File: src/lsu_pkg.sv
// Shared LSU types; RV32 load/store encodings only, 32-bit data assumed by the byte-lane logic
package lsu_pkg;

    localparam int DATA_WIDTH = 32;
    localparam int TAG_WIDTH  = 6;

    // Major opcodes as in the RV32I base encoding
    typedef enum logic [6:0] {
        OPCODE_LOAD  = 7'b0000011,
        OPCODE_STORE = 7'b0100011
    } lsu_opcode_t;

    typedef enum logic [3:0] {
        LSU_FUNC_LB  = 4'd0,
        LSU_FUNC_LH  = 4'd1,
        LSU_FUNC_LW  = 4'd2,
        LSU_FUNC_LBU = 4'd3,
        LSU_FUNC_LHU = 4'd4,
        LSU_FUNC_SB  = 4'd5,
        LSU_FUNC_SH  = 4'd6,
        LSU_FUNC_SW  = 4'd7
    } lsu_func_t;

    // I-type view, used by loads
    typedef struct packed {
        logic [11:0] imm;
        logic [4:0]  rs1;
        logic [2:0]  funct3;
        logic [4:0]  rd;
        logic [6:0]  opcode;
    } lsu_insn_i_t;

    // S-type view, used by stores
    typedef struct packed {
        logic [6:0]  imm_11_5;
        logic [4:0]  rs2;
        logic [4:0]  rs1;
        logic [2:0]  funct3;
        logic [4:0]  imm_4_0;
        logic [6:0]  opcode;
    } lsu_insn_s_t;

    typedef union packed {
        lsu_insn_i_t i_type;
        lsu_insn_s_t s_type;
    } lsu_insn_t;

    typedef struct packed {
        logic                  valid;
        lsu_opcode_t           opcode;
        lsu_insn_t             insn;
        logic [DATA_WIDTH-1:0] src_a;
        logic [DATA_WIDTH-1:0] src_b;
        logic [TAG_WIDTH-1:0]  tag;
    } lsu_op_t;

    typedef struct packed {
        lsu_func_t             func;
        logic [TAG_WIDTH-1:0]  tag;
        logic [DATA_WIDTH-1:0] addr;
        logic [DATA_WIDTH-1:0] data;
    } lsu_sq_entry_t;

    typedef struct packed {
        logic                  valid;
        logic                  write;
        lsu_func_t             func;
        logic [TAG_WIDTH-1:0]  tag;
        logic [DATA_WIDTH-1:0] addr;
        logic [DATA_WIDTH-1:0] data;
    } lsu_mem_req_t;

    typedef struct packed {
        logic                  valid;
        logic                  is_store;
        logic [TAG_WIDTH-1:0]  tag;
        logic [DATA_WIDTH-1:0] data;
    } lsu_result_t;

endpackage

File: src/lsu_ad.sv
// Loads and stores only; unused funct3 codes fall back to word size, any other opcode is a load
`timescale 1ns/100ps

module lsu_ad (
    input  logic                   clk,
    input  logic                   n_rst,
    input  logic                   i_flush,

    // Reservation station side
    input  lsu_pkg::lsu_op_t       i_op,
    output logic                   o_stall,

    // Store queue side
    input  lsu_pkg::lsu_sq_entry_t i_sq_head,
    input  logic                   i_sq_head_valid,
    input  logic                   i_sq_full,
    input  logic                   i_sq_empty,
    output lsu_pkg::lsu_sq_entry_t o_alloc,
    output logic                   o_alloc_en,
    output logic                   o_sq_retire_en,

    // Memory stage request
    output lsu_pkg::lsu_mem_req_t  o_req
);

    lsu_pkg::lsu_func_t             func;
    lsu_pkg::lsu_mem_req_t          req_next;
    logic                           is_store;
    logic [2:0]                     funct3;
    logic [lsu_pkg::DATA_WIDTH-1:0] imm_i;
    logic [lsu_pkg::DATA_WIDTH-1:0] imm_s;
    logic [lsu_pkg::DATA_WIDTH-1:0] addr;
    logic                           accept;
    logic                           load_go;

    assign is_store = (i_op.opcode == lsu_pkg::OPCODE_STORE);

    // funct3 sits at the same place in both views
    assign funct3 = i_op.insn.i_type.funct3;

    // Immediates from the two views of the same word
    assign imm_i = {{(lsu_pkg::DATA_WIDTH-12){i_op.insn.i_type.imm[11]}},
                    i_op.insn.i_type.imm};
    assign imm_s = {{(lsu_pkg::DATA_WIDTH-12){i_op.insn.s_type.imm_11_5[6]}},
                    i_op.insn.s_type.imm_11_5, i_op.insn.s_type.imm_4_0};

    assign addr = i_op.src_a + (is_store ? imm_s : imm_i);

    always_comb begin
        case (funct3)
            3'b000:  func = is_store ? lsu_pkg::LSU_FUNC_SB : lsu_pkg::LSU_FUNC_LB;
            3'b001:  func = is_store ? lsu_pkg::LSU_FUNC_SH : lsu_pkg::LSU_FUNC_LH;
            3'b100:  func = is_store ? lsu_pkg::LSU_FUNC_SW : lsu_pkg::LSU_FUNC_LBU;
            3'b101:  func = is_store ? lsu_pkg::LSU_FUNC_SW : lsu_pkg::LSU_FUNC_LHU;
            default: func = is_store ? lsu_pkg::LSU_FUNC_SW : lsu_pkg::LSU_FUNC_LW;
        endcase
    end

    // Loads wait for a drained queue, stores wait for a free slot
    assign o_stall = i_op.valid & (is_store ? i_sq_full : ~i_sq_empty);
    assign accept  = i_op.valid & ~o_stall & ~i_flush;
    assign load_go = accept & ~is_store;

    // The committed head is always taken at once
    assign o_sq_retire_en = i_sq_head_valid;

    // Retiring store has priority on the memory port
    always_comb begin
        if (i_sq_head_valid) begin
            req_next.valid = 1'b1;
            req_next.write = 1'b1;
            req_next.func  = i_sq_head.func;
            req_next.tag   = i_sq_head.tag;
            req_next.addr  = i_sq_head.addr;
            req_next.data  = i_sq_head.data;
        end else begin
            req_next.valid = load_go;
            req_next.write = 1'b0;
            req_next.func  = func;
            req_next.tag   = i_op.tag;
            req_next.addr  = addr;
            req_next.data  = i_op.src_b;
        end
    end

    always_ff @(posedge clk) begin
        o_req <= req_next;
        if (!n_rst) begin
            o_req.valid <= 1'b0;
        end
    end

    always_ff @(posedge clk) begin
        o_alloc.func <= func;
        o_alloc.tag  <= i_op.tag;
        o_alloc.addr <= addr;
        o_alloc.data <= i_op.src_b;
    end

    always_ff @(posedge clk) begin
        if (!n_rst) begin
            o_alloc_en <= 1'b0;
        end else begin
            o_alloc_en <= accept & is_store;
        end
    end

    // A load must never share the memory port with a retire
    a_port_conflict: assert property (@(posedge clk) disable iff (!n_rst)
        !(o_sq_retire_en && load_go));

endmodule

File: config.mk
export PLATFORM = sky130hd
export DESIGN_NAME = lsu_ad
export DESIGN_NICKNAME = d
export VERILOG_FILES = /design/src/lsu_pkg.sv /design/src/lsu_ad.sv
export SDC_FILE = /design/constraint.sdc
export NUM_CORES = 1
export LEC_CHECK = 0
export BUFFER_PORTS_ARGS = -buffer_cell sky130_fd_sc_hd__buf_2
export CAP_MARGIN = 20
export CORE_AREA = 5 5 129 131
export CTS_CLUSTER_SIZE = 8
export DETAILED_ROUTE_END_ITERATION = 10
export DIE_AREA = 0 0 134 136
export PLACE_DENSITY_LB_ADDON = 0.1
export SLEW_MARGIN = 5
export SYNTH_ARGS = -nofsm -noshare
export SYNTH_HDL_FRONTEND = slang
export SYNTH_SLANG_ARGS = --single-unit
export TNS_END_PERCENT = 30
File: constraint.sdc
create_clock -name clk -period 4.45 [get_ports clk]
set_input_delay 0.2225 -clock clk [delete_from_list [all_inputs] [get_ports clk]]
set_output_delay 0.2225 -clock clk [all_outputs]
set_load 0.01 [all_outputs]
# Yosys cells after proc, flatten, opt, wreduce, memory -nomap -nowiden
# Index checks and enable logic that the tools add are counted.
# word_totals
elab_cells,35
input_bits,190
reg_bits,151
out_inout_bits,153
# classes
bitwise_logic,9
reduce_logical,1
eq_ne,4
n_addsub,1
n_mux,9
# op_table
op,count
76-bit two-way mux,1
32-bit adder,1
3-bit two-way mux,4
3-bit one-hot mux with 4 select lines,1
"7-bit by 6-bit == test with 1-bit output, second input constant",1
"3-bit == test, second input constant",2
1-bit bitwise AND,5
5-bit two-way mux,1
1-bit NOT,4
"3-bit by 1-bit == test with 1-bit output, second input constant",1
3-bit zero test,1
2-bit two-way mux,1
1-bit two-way mux,1

# Logic depth before layout (Yosys ltp)
# depth
ltp_word,8
depth_mapped,14
ltp_nobuf,13

# Worst setup path after synthesis
# No wires, ideal clock.
# synth_timing
path_kind,in2reg
start,input port i_op[104] in the netlist's numbering
end,register o_req[62] in the netlist's numbering
stages,14
arrival_time_ns,3.152
path_slack_ns,1.207
setup_ns,0.091
path_cell_list,nor4b_1 > nand4b_1 > clkbuf_1 > mux2_2 > ha_1 > inv_1 > fa_1 > nand2b_1 > a21oi_1 > o21ai_2 > a2111oi_4 > nor3b_1 > o211a_1 > a311oi_1
# synth_rtl
element,line_no,source
"start, declared",lsu_ad.sv:10,"input lsu_pkg::lsu_op_t i_op,"
"end signal, assigned",lsu_ad.sv:87,o_req <= req_next;
"end, declared",lsu_ad.sv:23,output lsu_pkg::lsu_mem_req_t o_req

==> qor.txt <==
Residual DRC - 0
Num rows - 46
Initial DRT Pass Iterations - 4
First-pass GRT wire length - 29,200 µm
Reg clk slew, reported paths - 0.06 ns
Top Ports - 343
Crit path kind - input pin to register
Syn_area_per_cell - 10.6 µm²
Die width - 134 µm
Core footprint - 15,500 µm²
Number of flops mapped to enable cells by yosys - 0
Post-route ant nets - 0
Startpoint types - input pin
Share of cells above drive strength 1 - 0.454
Crit end category - register
Via count - 5,488
CP required - 4.74 ns
Postcts setup bufs - 0
Worst Max-Slew Pin Slew - 0.715 ns
Ys Warns - 0
Initial Util - 0.382
DP HPWL - 14,500 µm
RSZ-0062 raised after global routing - false
Post-DR vias/cell - 4.76
Port bufs - 329
Async SR Flop Fraction - 0
Drt initial violations - 148
Final core occ - 0.576
H-tree Lvls - 4
Final setup TNS - 0 ns
Max clock buf depth - 2
Max frequency - 295 MHz
Final setup violation count - 0
Worst vdd ir - 242 µV
Number of global-route vias before repair - 5,916
DIE HEIGHT - 136 µm
Power Dens Cells - 426 nW/µm²
Outcome - completed
Placed Area - 7760 µm²
Leak - 4.39 nW
Number of CTS-inserted buffers - 17
Syn Inst Count - 559
Synthesized Nets - 781
Synth Register Bits - 150
Slew HR - 0.523
Final Wtd Congestion - 0.857
Initial antenna violation count - 1
Area delta synth->final - 50.7%
# nets final - 1,170
GRT overflow - 0
Final worst path period need - 3.39 ns
Sink Count - 150
Die area - 18,200 µm²
Root Buffer - clkbuf_16
Diodes inserted - 0
CTS tree - done
Top_reg_cell synth - dfxtp_1
Pin count of the biggest net entering global routing - 41
Crit-path max FO - 6
Final cell count without fillers - 1,153
Tcrit/Tclk final - 0.762
Worst path arrival time - 3.68 ns
Global Route Usage Sum - 0.201
Placed Cells - 1,067
Final hold viol count - 0
Drt total wl - 18,500 µm
Synthesized area - 5910 µm²
WL/cell - 16.0 µm
Seq/Total Area, Yosys - 0.508
Class of the worst hold path - input pin to register
Netlist cell types - 61
Max_cap viols - 0
Final non-filler cell area - 8910 µm²
Final Max Slew Viols - 0
per-layer routing:
metal	part of all wire	global-route usage	wire, µm
met2	0.51	0.365	9440
met4	0.014	0.0594	252
met1	0.38	0.216	7090
met5	0.00070	0	13
met3	0.091	0.0811	1690
layout by cell type, fill, tap and decap left out, drive strengths merged, types with 3 or more instances in the layout:
master       Yosys  final
nand2           71     71
dlygate4sd3      0     54
nor3             8      8
o211a            3      3
a21o            11     11
xor2            15     15
and3             3      3
or3              3      3
nand2b           6      6
nand4            4      4
a21oi           37     37
o211ai           3      3
dfxtp          150    150
o21a             5      5
nor2            24     24
mux2            56     56
o21bai           7      7
nor2b            5      5
buf              4    333
xnor2           13     13
a211o            4      4
o31ai            3      3
a211oi           4      4
inv             15     21
nand3            7      7
ha              31     31
o21ai           21     21
clkbuf          13     19
clkinv           0      5
a31oi            4      4
flip-flops by register name, indices dropped and copies added (netlist names):
name and cells:
o_req 76, o_alloc 73, o_alloc_en 1
power by group:
| part | internal (mW) | switching (mW) | leakage (nW) |
|---|---|---|---|
| sequential | 1.50 | 0.0374 | 1.26 |
| clock | 0.876 | 0.600 | 0.304 |
| combinational | 0.362 | 0.420 | 2.82 |
through the flow:
stage	power (mW)	worst slack (ns)	hold slack, ns
2_1_floorplan	1.98	1.21	0.250
3_3_place_gp	2.30	0.716	0.336
3_5_place_dp	2.32	0.642	0.340
4_1_cts	3.85	1.07	0.00127
5_1_grt	3.99	0.783	0.00832
6_report	3.80	1.06	0.0165
layout make-up:
| cell class | count | area, µm² |
|---|---|---|
| inverter | 15 | 56.3 |
| multi-input combinational | 377 | 2780 |
| tap | 192 | 240 |
| clock buffer | 19 | 453 |
| timing repair buffer | 387 | 2220 |
| fill | 1370 | 6570 |
| clock inverter | 13 | 160 |
| sequential | 150 | 3000 |
final timing paths:
kind / start / end / cells past startpoint
worst max-delay path: i_op[104] / o_req[62] / 14
worst min-delay path: i_sq_head[49] / o_req[49] / 3
cells in the mapped netlist, drive strengths merged, types with 3 or more instances:
library cell,instances,area [µm²]
clkbuf,13,48.8
or3,3,18.8
a31oi,4,25.0
nor2b,5,31.3
ha,31,388
o211ai,3,27.5
nand4,4,25.0
o21ai,21,113
o211a,3,30.0
nor3,8,45.0
nand3,7,40.0
o21bai,7,56.3
and3,3,18.8
o21a,5,37.5
a211oi,4,35.0
a211o,4,35.0
xor2,15,131
a21o,11,82.6
inv,15,56.3
o31ai,3,22.5
xnor2,13,114
mux2,56,631
a21oi,37,189
nand2,71,267
nor2,24,90.1
dfxtp,150,3000
buf,4,22.5
nand2b,6,37.5
cell families (layout without fill, tap and decap cells):
logic type | count (synthesis) | in the layout | share of synthesized area
buffers and inverters | 32 | 434 | 0.0216
muxes | 56 | 56 | 0.107
other | 1 | 1 | 0.000634
DFF | 150 | 150 | 0.508
adders and majority gates | 32 | 32 | 0.0690
AOI/OAI and AO/OA | 115 | 115 | 0.137
xor gates and xnor gates | 28 | 28 | 0.0415
and+or+nand+nor | 145 | 145 | 0.116
timing repair:
action / in CTS / in global routing
hold buffers: 54 / 0
gates resized for setup: 0 / 0
endpoints found under the hold margin: 54 / 0
critical path: stages:
cell,delay [ns]
buf_2,0.10
nor4b_1,0.29
nand4b_1,0.35
mux2_2,0.33
ha_1,0.18
inv_1,0.06
fa_1,0.39
nand2b_1,0.18
a21oi_1,0.32
o21ai_2,0.19
a2111oi_4,0.45
nor3b_1,0.15
o21ai_0,0.32
a311oi_1,0.14
Power figures use the tool's default switching activity.
