## src/lsu_pkg.sv

```systemverilog
// Shared LSU types; RV32 load/store encodings only, 32-bit data assumed by the byte-lane logic
package lsu_pkg;

    localparam int DATA_WIDTH = 32;
    localparam int TAG_WIDTH  = 6;

    // Major opcodes as in the RV32I base encoding
    typedef enum logic [6:0] {
        OPCODE_LOAD  = 7'b0000011,
        OPCODE_STORE = 7'b0100011
    } lsu_opcode_t;

    typedef enum logic [3:0] {
        LSU_FUNC_LB  = 4'd0,
        LSU_FUNC_LH  = 4'd1,
        LSU_FUNC_LW  = 4'd2,
        LSU_FUNC_LBU = 4'd3,
        LSU_FUNC_LHU = 4'd4,
        LSU_FUNC_SB  = 4'd5,
        LSU_FUNC_SH  = 4'd6,
        LSU_FUNC_SW  = 4'd7
    } lsu_func_t;

    // I-type view, used by loads
    typedef struct packed {
        logic [11:0] imm;
        logic [4:0]  rs1;
        logic [2:0]  funct3;
        logic [4:0]  rd;
        logic [6:0]  opcode;
    } lsu_insn_i_t;

    // S-type view, used by stores
    typedef struct packed {
        logic [6:0]  imm_11_5;
        logic [4:0]  rs2;
        logic [4:0]  rs1;
        logic [2:0]  funct3;
        logic [4:0]  imm_4_0;
        logic [6:0]  opcode;
    } lsu_insn_s_t;

    typedef union packed {
        lsu_insn_i_t i_type;
        lsu_insn_s_t s_type;
    } lsu_insn_t;

    typedef struct packed {
        logic                  valid;
        lsu_opcode_t           opcode;
        lsu_insn_t             insn;
        logic [DATA_WIDTH-1:0] src_a;
        logic [DATA_WIDTH-1:0] src_b;
        logic [TAG_WIDTH-1:0]  tag;
    } lsu_op_t;

    typedef struct packed {
        lsu_func_t             func;
        logic [TAG_WIDTH-1:0]  tag;
        logic [DATA_WIDTH-1:0] addr;
        logic [DATA_WIDTH-1:0] data;
    } lsu_sq_entry_t;

    typedef struct packed {
        logic                  valid;
        logic                  write;
        lsu_func_t             func;
        logic [TAG_WIDTH-1:0]  tag;
        logic [DATA_WIDTH-1:0] addr;
        logic [DATA_WIDTH-1:0] data;
    } lsu_mem_req_t;

    typedef struct packed {
        logic                  valid;
        logic                  is_store;
        logic [TAG_WIDTH-1:0]  tag;
        logic [DATA_WIDTH-1:0] data;
    } lsu_result_t;

endpackage

```

## src/lsu_sq.sv

```systemverilog
// SQ_DEPTH >= 2; full and empty already count an allocate that is in flight this cycle
`timescale 1ns/100ps

module lsu_sq #(
    parameter int SQ_DEPTH = 4
) (
    input  logic                   clk,
    input  logic                   n_rst,
    input  logic                   i_flush,
    input  lsu_pkg::lsu_sq_entry_t i_alloc,
    input  logic                   i_alloc_en,
    input  logic                   i_commit,
    input  logic                   i_retire_en,
    output lsu_pkg::lsu_sq_entry_t o_head,
    output logic                   o_head_valid,
    output logic                   o_full,
    output logic                   o_empty
);

    localparam int PTR_W = $clog2(SQ_DEPTH);
    localparam int CNT_W = $clog2(SQ_DEPTH + 1);

    lsu_pkg::lsu_sq_entry_t entries [SQ_DEPTH];
    logic [PTR_W-1:0]       head_ptr;
    logic [PTR_W-1:0]       tail_ptr;
    logic [PTR_W-1:0]       head_next;
    logic [PTR_W-1:0]       tail_next;
    logic [CNT_W-1:0]       count;
    logic [CNT_W-1:0]       commit_cnt;
    logic [CNT_W-1:0]       count_next;
    logic [CNT_W-1:0]       commit_next;
    logic [CNT_W:0]         rewind_sum;
    logic                   alloc;

    function automatic logic [PTR_W-1:0] ptr_inc(input logic [PTR_W-1:0] ptr);
        return (ptr == PTR_W'(SQ_DEPTH - 1)) ? '0 : ptr + 1'b1;
    endfunction

    // Flush also kills the allocate arriving this cycle
    assign alloc = i_alloc_en & ~i_flush;

    always_comb begin
        head_next   = i_retire_en ? ptr_inc(head_ptr) : head_ptr;
        commit_next = commit_cnt + CNT_W'(i_commit) - CNT_W'(i_retire_en);
        rewind_sum  = (CNT_W+1)'(head_next) + (CNT_W+1)'(commit_next);

        if (i_flush) begin
            // Keep only committed entries, tail lands right after them
            count_next = commit_next;
            if (rewind_sum >= (CNT_W+1)'(SQ_DEPTH)) begin
                tail_next = PTR_W'(rewind_sum - (CNT_W+1)'(SQ_DEPTH));
            end else begin
                tail_next = PTR_W'(rewind_sum);
            end
        end else begin
            count_next = count + CNT_W'(alloc) - CNT_W'(i_retire_en);
            tail_next  = alloc ? ptr_inc(tail_ptr) : tail_ptr;
        end
    end

    always_ff @(posedge clk) begin
        if (!n_rst) begin
            head_ptr   <= '0;
            tail_ptr   <= '0;
            count      <= '0;
            commit_cnt <= '0;
        end else begin
            head_ptr   <= head_next;
            tail_ptr   <= tail_next;
            count      <= count_next;
            commit_cnt <= commit_next;
        end
    end

    always_ff @(posedge clk) begin
        if (alloc) begin
            entries[tail_ptr] <= i_alloc;
        end
    end

    assign o_head       = entries[head_ptr];
    assign o_head_valid = (commit_cnt != '0);

    assign o_full  = (count == CNT_W'(SQ_DEPTH)) |
                     (i_alloc_en & (count == CNT_W'(SQ_DEPTH - 1)));
    assign o_empty = (count == '0) & ~i_alloc_en;

    // Commits only ever refer to a store already in the queue
    a_commit_has_entry: assert property (@(posedge clk) disable iff (!n_rst)
        i_commit |-> (count > commit_cnt));

    a_retire_head_valid: assert property (@(posedge clk) disable iff (!n_rst)
        i_retire_en |-> o_head_valid);

    // An allocate never lands in a queue that is already full
    a_alloc_not_full: assert property (@(posedge clk) disable iff (!n_rst)
        alloc |-> (count < CNT_W'(SQ_DEPTH)));

endmodule

```

## config.mk

```make
export PLATFORM = sky130hd
export DESIGN_NAME = lsu_sq
export DESIGN_NICKNAME = d
export VERILOG_FILES = /design/src/lsu_pkg.sv /design/src/lsu_sq.sv
export SDC_FILE = /design/constraint.sdc
export NUM_CORES = 1
export LEC_CHECK = 0
export BUFFER_PORTS_ARGS = -buffer_cell sky130_fd_sc_hd__buf_2
export CELL_PAD_IN_SITES_DETAIL_PLACEMENT = 1
export CELL_PAD_IN_SITES_GLOBAL_PLACEMENT = 2
export CORE_AREA = 3 3 158 160
export DETAILED_ROUTE_END_ITERATION = 10
export DIE_AREA = 0 0 161 163
export HOLD_SLACK_MARGIN = 0.02
export PLACE_DENSITY_LB_ADDON = 0.1
export SYNTH_ARGS = -nofsm -noshare
export SYNTH_HDL_FRONTEND = slang
export SYNTH_SLANG_ARGS = --single-unit
```

## constraint.sdc

```tcl
create_clock -name clk -period 7.4 [get_ports clk]
set_clock_uncertainty 0.15 [all_clocks]
set_input_delay 0.37 -clock clk [delete_from_list [all_inputs] [get_ports clk]]
set_output_delay 0.37 -clock clk [all_outputs]
set_load 0.05 [all_outputs]
```

; Yosys cells after proc, flatten, opt, wreduce, memory -nomap -nowiden
; Memory sizes are Yosys's and may differ from the RTL's. A register that Yosys moved wholly into a read port is not among the register bits.
; Index checks and enable logic that the tools add are counted.
[classes]
add_sub_neg = 8
n_lt_le_gt_ge = 1
eq_ne = 4
muxes = 10
n_bitwise = 6
reduce_logical = 3
[ops]
columns = op, count
row1 = two-way mux 2 bit, 7
row2 = adder 3 x 1 -> 3 bit, 2
row3 = subtractor 3 x 1 -> 3 bit, 2
row4 = "adder 2 x 1 -> 2 bit, second input constant", 2
row5 = adder 2 x 3 -> 4 bit, 1
row6 = "equality test 2 bit, second input constant", 2
row7 = "greater-or-equal comparator 4 x 3 -> 1 bit, second input constant", 1
row8 = AND 1 bit, 3
row9 = "equality test 3 x 2 -> 1 bit, second input constant", 1
row10 = "equality test 3 bit, second input constant", 1
row11 = logical NOT 3 bit, 1
row12 = two-way mux 3 bit, 1
row13 = nonzero test 3 bit, 1
row14 = two-way mux 1 bit, 2
row15 = inverter 1 bit, 2
row16 = nonzero test 2 bit, 1
row17 = "subtractor 2 x 1 -> 2 bit, second input constant", 1
row18 = bitwise OR 1 bit, 1
[word_totals]
register_bits = 10
ramBits = 296
elab_cells = 37
n_memories = 1
[mem_list]
columns = name, words, width, read_ports, rd_clocked_by_memory_dff, write_ports, line_no
row1 = entries, 4, 74, 1, 1, 1, lsu_sq.sv:23  ; lsu_pkg::lsu_sq_entry_t entries [SQ_DEPTH];

; Longest topological paths before layout
; Gate-level depths: netlist of the first run.
[logic_depth]
ltp_word = 7
ltp_mapped = 10

; Worst setup path before layout of the first run
; No wires, ideal clock.
[synth_timing]
path_type = input-to-reg
start = in i_flush
end = mem entries[0][0] (netlist name), enable pin
arrival_time_ps = 2537
required_ps = 6810
path_slack_ps = 4273
cell_stages = 3
path_buffers = 1
cell_sequence = clkbuf_1 nor2b_1 and2_1
[synth_between]
elab_chain_len = 4
[synth_rtl]
columns = item, line_no
row1 = from (decl), lsu_sq.sv:9  ; input logic i_flush,
row2 = inverter 1 bit, lsu_sq.sv:40  ; assign alloc = i_alloc_en & ~i_flush;
row3 = AND 1 bit, lsu_sq.sv:40
row4 = two-way mux 1 bit, lsu_sq.sv:76  ; if (alloc) begin
row5 = two-way mux 1 bit (implied by the code), lsu_sq.sv:77  ; entries[tail_ptr] <= i_alloc;
row6 = to (decl), lsu_sq.sv:23
; No other way between the ends.

==> PnR_summary.wiki, run 1 <==
{| class="wikitable"
! Metric !! Value
|-
| DRT iter0 DRCs || 316
|-
| Routed met2 length || 12.14 mm
|-
| I/O pin count || 157
|-
| Inserted Clock Buffers || 31
|-
| HPWL after detailed placement || 12.96 mm
|-
| Number of max-capacitance violations reported || 0
|-
| Largest net degree at the start of global routing || 77
|-
| Static Leak || 4.893 nW
|-
| Peak VDD IR || 218.9 uV
|-
| Start of the worst register-to-register path || commit_cnt[0]$_SDFF_PN0_
|-
| Crit-path slowest cell || sky130_fd_sc_hd__buf_4
|-
| Count of placed standard cells including taps || 920
|-
| Cell area after technology mapping || 0.01136 sq mm
|-
| Average cell area after synthesis || 24.81 sq um
|-
| Latest clock arrival within the worst-skew pair || 0.54 ns
|-
| Post-Place Cell Area || 0.01247 sq mm
|-
| Combinational share of power || 0.135
|-
| GP Congestion || 0.6984
|-
| Overall Global Routing Usage || 0.1786
|-
| P_int || 3.169 mW
|-
| Sum of routed wire length over all layers || 22.98 mm
|-
| Highest routed metal layer || met4
|-
| Required time reported for the critical path endpoint || 6.88 ns
|-
| IO buf count || 156
|-
| Initial antenna violation count || 1
|-
| Max stage delay on crit path || 0.92 ns
|-
| Final critical delay including setup and external delays || 3.565 ns
|-
| Core area || 0.02354 sq mm
|-
| Period utilisation layout || 0.4817
|-
| Crit Path Class || reg2out
|-
| Worst hold margin || 0.07878 ns
|-
| Number of global-route vias before repair || 6391
|-
| Crit end category || output pin
|-
| Total power of the final layout || 4.197 mW
|-
| Transition at the pin with the smallest max-transition slack || 1.146 ns
|-
| Worst setup timing slack at the placement stage || 4.265 ns
|-
| Hold Crit Class || in2reg
|-
| Final hold violations || 0
|-
| Via count normalized by instance count || 5.160
|-
| #FFs+latches synth || 306
|-
| Iteration count of the initial detailed-routing pass || 4
|-
| Sw Ratio || 0.2450
|-
| Run status || completed
|-
| Net count of the mapped netlist || 550
|-
| Per-cell routed wire length || 21.81 um
|-
| Fraction of layout cells with a size suffix above 1 || 0.3883
|-
| Remaining DRCs || 0
|-
| Overall die width || 161 um
|-
| Sum of met3 wire segment lengths after detailed routing || 1.159 mm
|-
| Sink count of the clock tree || 306
|-
| CP bufs+invs || 2
|-
| Maximum clock insertion buffer count || 3
|-
| Proportion of power drawn by flip-flops and latches || 0.486
|-
| Die area || 0.02624 sq mm
|-
| Sequential fraction of the synthesis area || 0.7999
|-
| Number of nets in the layout || 803
|-
| EDFF count, synth || 296
|-
| Effective utilization at floorplan || 0.4826
|-
| Final setup slack of the worst path || 3.835 ns
|-
| Net switching component of the power || 1.028 mW
|-
| Area share of the largest cell type after synthesis || 0.7823
|-
| Total via count after detailed routing || 5439
|-
| Unrepaired setup endpoints after global routing || no
|-
| Relative contribution of the clock network to total power || 0.378
|-
| Register clock-pin slew on the reported worst setup and hold paths || 0.06 ns
|-
| First-pass GRT wire length || 35.98 mm
|-
| Worst path cell trace || buf_4 -> mux4_2 -> buf_2
|-
| Area growth syn-to-layout || 25.80%
|-
| Endpoint arrival time on the critical path || 3.04 ns
|-
| Syn. warnings || 0
|-
| Largest area contributor in the netlist || sky130_fd_sc_hd__edfxtp_1
|-
| Cell count after synthesis || 458
|-
| Kind of cell with the highest combined delay on the critical path || buffers and inverters
|-
| Post-CTS sizing || 0
|-
| Total number of H-tree levels || 1
|-
| ANT nets after route || 0
|-
| Critical path launch point || head_ptr[0]$_SDFF_PN0_
|-
| Floorplan row count || 56
|-
| Highest Clock Rate || 0.2805 GHz
|-
| Sum of negative setup slack || 0 ns
|-
| Worst slew margin relative to its limit || 0.2363
|-
| Non-filler cells in the finished layout || 1054
|-
| Overflow left after global routing || 0
|-
| Async set or reset register ratio after synthesis || 0
|-
| Total power divided by cell area || 293.6 mW/mm^2
|-
| Layout Utilization || 0.6071
|-
| Highest net fanout along the worst path || 52
|-
| Final setup viols || 0
|-
| Height of the chip || 163 um
|-
| Unique cell type count in the Yosys netlist || 28
|-
| Root buffer cell || sky130_fd_sc_hd__clkbuf_16
|-
| Kind of launch point of the worst setup path || flop
|-
| Critical hold path startpoint || i_alloc_en
|-
| Final-report max-slew violation count || 0
|-
| Primary flip-flop cell chosen by synthesis mapping || sky130_fd_sc_hd__edfxtp_1
|-
| Clock tree from TritonCTS || yes
|-
| DRT met1 WL || 9.245 mm
|-
| Final Instance Area || 0.01429 sq mm
|-
| Synth top area cells || sky130_fd_sc_hd__edfxtp_1 78%, sky130_fd_sc_hd__mux4_2 15%, sky130_fd_sc_hd__dfxtp_1 1.8%
|}
==> synth_stat cells (2+ instances only) <==
library cell	instances
sky130_fd_sc_hd__and2_1	9
sky130_fd_sc_hd__buf_2	6
sky130_fd_sc_hd__buf_4	2
sky130_fd_sc_hd__buf_6	6
sky130_fd_sc_hd__clkbuf_1	4
sky130_fd_sc_hd__dfxtp_1	10
sky130_fd_sc_hd__edfxtp_1	296
sky130_fd_sc_hd__fa_1	2
sky130_fd_sc_hd__ha_1	10
sky130_fd_sc_hd__inv_1	10
sky130_fd_sc_hd__mux2i_1	4
sky130_fd_sc_hd__mux4_2	74
sky130_fd_sc_hd__nand2_1	2
sky130_fd_sc_hd__nand2b_1	2
sky130_fd_sc_hd__nor2_1	2
sky130_fd_sc_hd__nor2b_1	4
sky130_fd_sc_hd__o21ai_0	2
sky130_fd_sc_hd__xnor2_1	3
==> final cells by class <==
| class | count | area (sq um) |
|---|---|---|
| fill | 2047 | 9249 |
| sequential | 306 | 9096 |
| multi-input combinational | 124 | 2118 |
| timing repair buffer | 238 | 1589 |
| clock buffer | 37 | 798.3 |
| tap | 319 | 399.1 |
| clock inverter | 19 | 252.7 |
| inverter | 10 | 37.54 |
| antenna | 1 | 2.502 |
==> metal layers <==
metal / up-vias / GRT usage
met2: 150 / 0.3266
met3: 35 / 0.03357
met1: 2813 / 0.2204
met5: - / 0
li1: 2441 / -
met4: 0 / 0.04654
==> registers in the layout (all words and copies together) (netlist names) <==
| register | count |
|---|---|
| commit_cnt | 3 |
| count | 3 |
| tail_ptr | 2 |
| head_ptr | 2 |
| entries | 296 |
==> power groups by stage <==
stage               clock network [mW]  registers [mW]  logic, mW
finish                            1.59            2.04      0.567
floorplan                            0            2.05      0.410
detailed placement                   0            2.08      0.538
global placement                     0            2.07      0.528
global route                      1.71            2.05      0.609
CTS                               1.63            2.04      0.576
==> what timing repair did <==
item,in CTS,in global routing
setup endpoints to repair,0,0
hold endpoints to repair,304,0
hold buffers,77,0
setup buffers,0,0
==> kinds of logic (layout without fill, tap and decap cells) <==
family          count (synthesis)  in the layout  share of synthesized area
compound gates                  5              5                   0.002973
simple gates                   23             23                    0.01178
mux                            79             79                     0.1512
xor+xnor                        5              5                   0.005066
flops                         306            306                     0.7999
buf+inv                        28            304                    0.01454
other cells                     0              1                          0
fa+ha+maj                      12             12                    0.01454
==> tightest hold or removal path, cell delays in order <==
cell	delay [ns]
sky130_fd_sc_hd__buf_2	0.14
sky130_fd_sc_hd__nor2_1	0.09
sky130_fd_sc_hd__o311a_1	0.14
==> worst paths after layout <==
check / endpoint / slack [ns] / depth (start not counted)
worst min register to register: commit_cnt[2]$_SDFF_PN0_ / 0.57 / 2
worst max-delay path: o_head[73] / 3.84 / 3
worst min-delay path: tail_ptr[0]$_SDFFE_PN0P_ / 0.08 / 3
worst max register to register: count[2]$_SDFF_PN0_ / 4.87 / 10
==> layout by cell type, fill, tap and decap left out <==
| master | n |
|---|---|
| sky130_fd_sc_hd__xnor2_1 | 3 |
| sky130_fd_sc_hd__a21oi_1 | 1 |
| sky130_fd_sc_hd__ha_1 | 10 |
| sky130_fd_sc_hd__edfxtp_1 | 296 |
| sky130_fd_sc_hd__clkinvlp_4 | 2 |
| sky130_fd_sc_hd__mux2i_1 | 4 |
| sky130_fd_sc_hd__clkinv_4 | 2 |
| sky130_fd_sc_hd__nand2_1 | 2 |
| sky130_fd_sc_hd__buf_4 | 5 |
| sky130_fd_sc_hd__clkbuf_16 | 31 |
| sky130_fd_sc_hd__mux4_2 | 74 |
| sky130_fd_sc_hd__o311a_1 | 1 |
| sky130_fd_sc_hd__o21ai_0 | 2 |
| sky130_fd_sc_hd__xnor3_1 | 1 |
| sky130_fd_sc_hd__buf_2 | 156 |
| sky130_fd_sc_hd__diode_2 | 1 |
| sky130_fd_sc_hd__fa_1 | 2 |
| sky130_fd_sc_hd__nor3b_1 | 1 |
| sky130_fd_sc_hd__and2_4 | 4 |
| sky130_fd_sc_hd__nand3_1 | 1 |
| sky130_fd_sc_hd__dlygate4sd3_1 | 77 |
| sky130_fd_sc_hd__xor2_1 | 1 |
| sky130_fd_sc_hd__or3_1 | 1 |
| sky130_fd_sc_hd__inv_6 | 1 |
| sky130_fd_sc_hd__o2bb2ai_1 | 1 |
| sky130_fd_sc_hd__nor2b_1 | 4 |
| sky130_fd_sc_hd__dfxtp_4 | 2 |
| sky130_fd_sc_hd__and2_1 | 5 |
| sky130_fd_sc_hd__nor4_1 | 1 |
| sky130_fd_sc_hd__dfxtp_1 | 8 |
| sky130_fd_sc_hd__nor2_1 | 2 |
| sky130_fd_sc_hd__bufinv_16 | 6 |
| sky130_fd_sc_hd__clkbuf_1 | 6 |
| sky130_fd_sc_hd__clkinv_1 | 7 |
| sky130_fd_sc_hd__nand2b_1 | 2 |
| sky130_fd_sc_hd__inv_1 | 10 |
| sky130_fd_sc_hd__mux2_2 | 1 |
| sky130_fd_sc_hd__clkinv_2 | 1 |
No activity file was read; power rests on OpenSTA's default activity.
==> inputs of run 2 (changes only) <==
CORE_AREA = 3 3 173 175   (was 3 3 158 160)
DIE_AREA = 0 0 176 178   (was 0 0 161 163)
clock period = 3.1 ns   (was 7.4 ns; I/O delays follow)
==> run 2 against run 1 <==
Global-route usage decreased by 3.1 points. Flip-flop and latch count unchanged. Die area increased by 19%. Register-to-register slack got worse by 4.4 ns. Cell count increased by 7.5%. Largest cell class unchanged. Critical path depth increased by 8. Design area increased by 1.8%. Worst hold slack improved by 0.18 ns. Clock power increased by 140%. Wire length about the same.
==> PnR_summary.wiki, run 2 (synthesized netlist as in run 1, its figures left out) <==
{| class="wikitable"
! Metric !! Value
|-
| Endpoint arrival time on the critical path || 2.87 ns (-0.17 ns)
|-
| Final critical delay including setup and external delays || 2.637 ns
|-
| Worst hold margin || 0.2603 ns (+0.1815 ns)
|-
| Total power divided by cell area || 691.8 mW/mm^2 (+140%)
|-
| First-pass GRT wire length || 35.41 mm (-1.6%)
|-
| Sink count of the clock tree || 306 (unchanged)
|-
| Inserted Clock Buffers || 35 (+13%)
|-
| Run status || completed
|-
| Overall die width || 176 um (+9.3%)
|-
| Number of fill cells || 2575 (+26%)
|-
| Kind of launch point of the worst setup path || input pin
|-
| Transition at the pin with the smallest max-transition slack || 0.6978 ns (-0.4477 ns)
|-
| Peak VDD IR || 524.4 uV (+140%)
|-
| GP Congestion || 0.7061 (+1.1%)
|-
| Final setup slack of the worst path || 0.4628 ns (-3.372 ns)
|-
| HPWL after detailed placement || 13.70 mm (+5.7%)
|-
| Post-Place Cell Area || 0.01267 sq mm (+1.6%)
|-
| Number of cells traversed by the worst register-to-register path || 10 (unchanged)
|-
| Sum of negative setup slack || 0 ns (unchanged)
|-
| Crit end category || flop
|-
| Floorplan row count || 62 (+11%)
|-
| Count of hold buffers inserted by post-cts repair || 80 (+3.9%)
|-
| DRT iter0 DRCs || 298 (-5.7%)
|-
| Largest registers || entries x296, commit_cnt x3, count x3
|-
| Total number of H-tree levels || 2 (+1)
|-
| Maximum clock insertion buffer count || 3 (unchanged)
|-
| Die area || 0.03133 sq mm (+19%)
|-
| Sum of routed wire length over all layers || 23.00 mm (about the same)
|-
| Flip-flop count of the largest register, all copies and words added || 296 (unchanged)
|-
| Worst path cell trace || dlygate4sd3_1 -> buf_2 -> ha_1 -> inv_1 -> ha_1 -> inv_1 -> fa_1 -> xor2_1 -> xnor2_1 -> a21oi_1 -> dlygate4sd3_1
|-
| Iteration count of the initial detailed-routing pass || 4 (unchanged)
|-
| Final Instance Area || 0.01455 sq mm (+1.8%)
|-
| Post-CTS sizing || 0 (unchanged)
|-
| Total via count after detailed routing || 5538 (+1.8%)
|-
| Required time reported for the critical path endpoint || 3.33 ns (-3.55 ns)
|-
| Max stage delay on crit path || 0.55 ns (-0.37 ns)
|-
| I/O pin count || 157 (unchanged)
|-
| Total inserted antenna cells || 0 (-1)
|-
| Height of the chip || 178 um (+9.2%)
|-
| Final setup viols || 0 (unchanged)
|-
| Period utilisation layout || 0.8507
|-
| Core area || 0.02863 sq mm (+22%)
|-
| Number of buffers added for setup after CTS || 0 (unchanged)
|-
| Top library cells by usage in the layout, fill and taps aside || 296 x sky130_fd_sc_hd__edfxtp_1, 156 x sky130_fd_sc_hd__buf_2, 80 x sky130_fd_sc_hd__dlygate4sd3_1
|-
| Worst setup timing slack at the placement stage || 0.7701 ns (-3.495 ns)
|-
| Leading cell type in the layout, fill and taps excluded || sky130_fd_sc_hd__edfxtp_1
|-
| Cell depth of the worst hold path || 2 (-1)
|-
| Crit-path slowest cell || sky130_fd_sc_hd__dlygate4sd3_1
|-
| Largest register by flop count || entries
|-
| IO buf count || 156 (unchanged)
|-
| Clock tree from TritonCTS || yes
|-
| Number of max-capacitance violations reported || 0 (unchanged)
|-
| Final-report max-slew violation count || 0 (unchanged)
|-
| Per-cell routed wire length || 20.30 um (-6.9%)
|-
| Largest net degree at the start of global routing || 75 (-2.6%)
|-
| Remaining DRCs || 0 (unchanged)
|-
| Worst slew margin relative to its limit || 0.5348 (+0.2985)
|-
| Latest clock arrival within the worst-skew pair || 0.49 ns (-0.05 ns)
|-
| Area growth syn-to-layout || 28.08%
|-
| Hold Crit Class || in2reg
|-
| Fraction of layout cells with a size suffix above 1 || 0.3899 (+0.001570)
|-
| Number of nets in the layout || 818 (+1.9%)
|-
| Highest net fanout along the worst path || 5 (-90%)
|-
| Final hold violations || 0 (unchanged)
|-
| ANT nets after route || 0 (unchanged)
|-
| Crit path depth || 11 (+8)
|-
| Via count normalized by instance count || 4.888 (-5.3%)
|-
| Register clock-pin slew on the reported worst setup and hold paths || 0.06 ns (about the same)
|-
| Crit Path Class || in2reg
|-
| Highest Clock Rate || 0.3792 GHz
|-
| Number of global-route vias before repair || 6246 (-2.3%)
|-
| Initial antenna violation count || 0 (-1)
|-
| Kind of cell with the highest combined delay on the critical path || buffers and inverters
|-
| Overall Global Routing Usage || 0.1477 (-0.03094)
|-
| Total power of the final layout || 10.07 mW (+140%)
|-
| Effective utilization at floorplan || 0.3969 (-0.08569)
|-
| Unrepaired setup endpoints after global routing || no
|-
| Overflow left after global routing || 0 (unchanged)
|-
| Root buffer cell || sky130_fd_sc_hd__clkbuf_16
|-
| Static Leak || 4.984 nW (+1.9%)
|-
| CP bufs+invs || 5 (+3)
|}
==> run 2: final timing paths <==
path                            slack (ns)                      from                        to
worst max-delay path                  0.46               i_retire_en  tail_ptr[1]$_SDFFE_PN0P_
worst min register to register        0.46  commit_cnt[2]$_SDFF_PN0_       count[2]$_SDFF_PN0_
worst max register to register        0.48  commit_cnt[0]$_SDFF_PN0_  tail_ptr[1]$_SDFFE_PN0P_
worst min-delay path                  0.26               i_alloc[71]  entries[1][71]$_DFFE_PP_
==> run 2: cell type report <==
class | instances | area [sq um] | area share
inverters | 10 | 37.54 | 0.002579
repair buffers | 249 | 1742 | 0.1197
clock buffers | 46 | 959.7 | 0.06594
clock inverters | 14 | 118.9 | 0.008168
flip-flops and latches | 306 | 9096 | 0.6251
multi-input cells | 124 | 2118 | 0.1456
well taps | 384 | 480.5 | 0.03302
==> run 2: where the power goes <==
| part | switching [mW] | internal [mW] | leakage (nW) | total, mW |
|---|---|---|---|---|
| clock | 1.49 | 2.34 | 0.523 | 3.83 |
| combinational | 0.905 | 0.493 | 1.69 | 1.40 |
| sequential | 0.0802 | 4.76 | 2.77 | 4.84 |
| total | 2.48 | 7.59 | 4.98 | 10.1 |
==> run 2: routing by layer <==
layer	GRT usage	wire, um	vias up
met5	0	0	-
li1	-	-	2467
met4	0.03860	334	0
met2	0.2520	11580	140
met1	0.1916	9779	2900
met3	0.03576	1307	31
==> run 2: worst register-to-register path: stages, from the launching register on <==
cell and delay (ns):
sky130_fd_sc_hd__dfxtp_1 0.33, sky130_fd_sc_hd__inv_1 0.04, sky130_fd_sc_hd__ha_1 0.26, sky130_fd_sc_hd__inv_1 0.06
sky130_fd_sc_hd__ha_1 0.14, sky130_fd_sc_hd__inv_1 0.05, sky130_fd_sc_hd__fa_1 0.54, sky130_fd_sc_hd__xor2_1 0.18
sky130_fd_sc_hd__xnor2_1 0.14, sky130_fd_sc_hd__a21oi_1 0.08, sky130_fd_sc_hd__dlygate4sd3_1 0.55
==> run 2: metrics by stage <==
step | util | std cells
detailed placement | 0.4427 | 993
finish | 0.5084 | 1133
floorplan | - | 458
global placement | 0.4427 | 993
CTS | 0.5084 | 1133
global route | 0.5084 | 1133
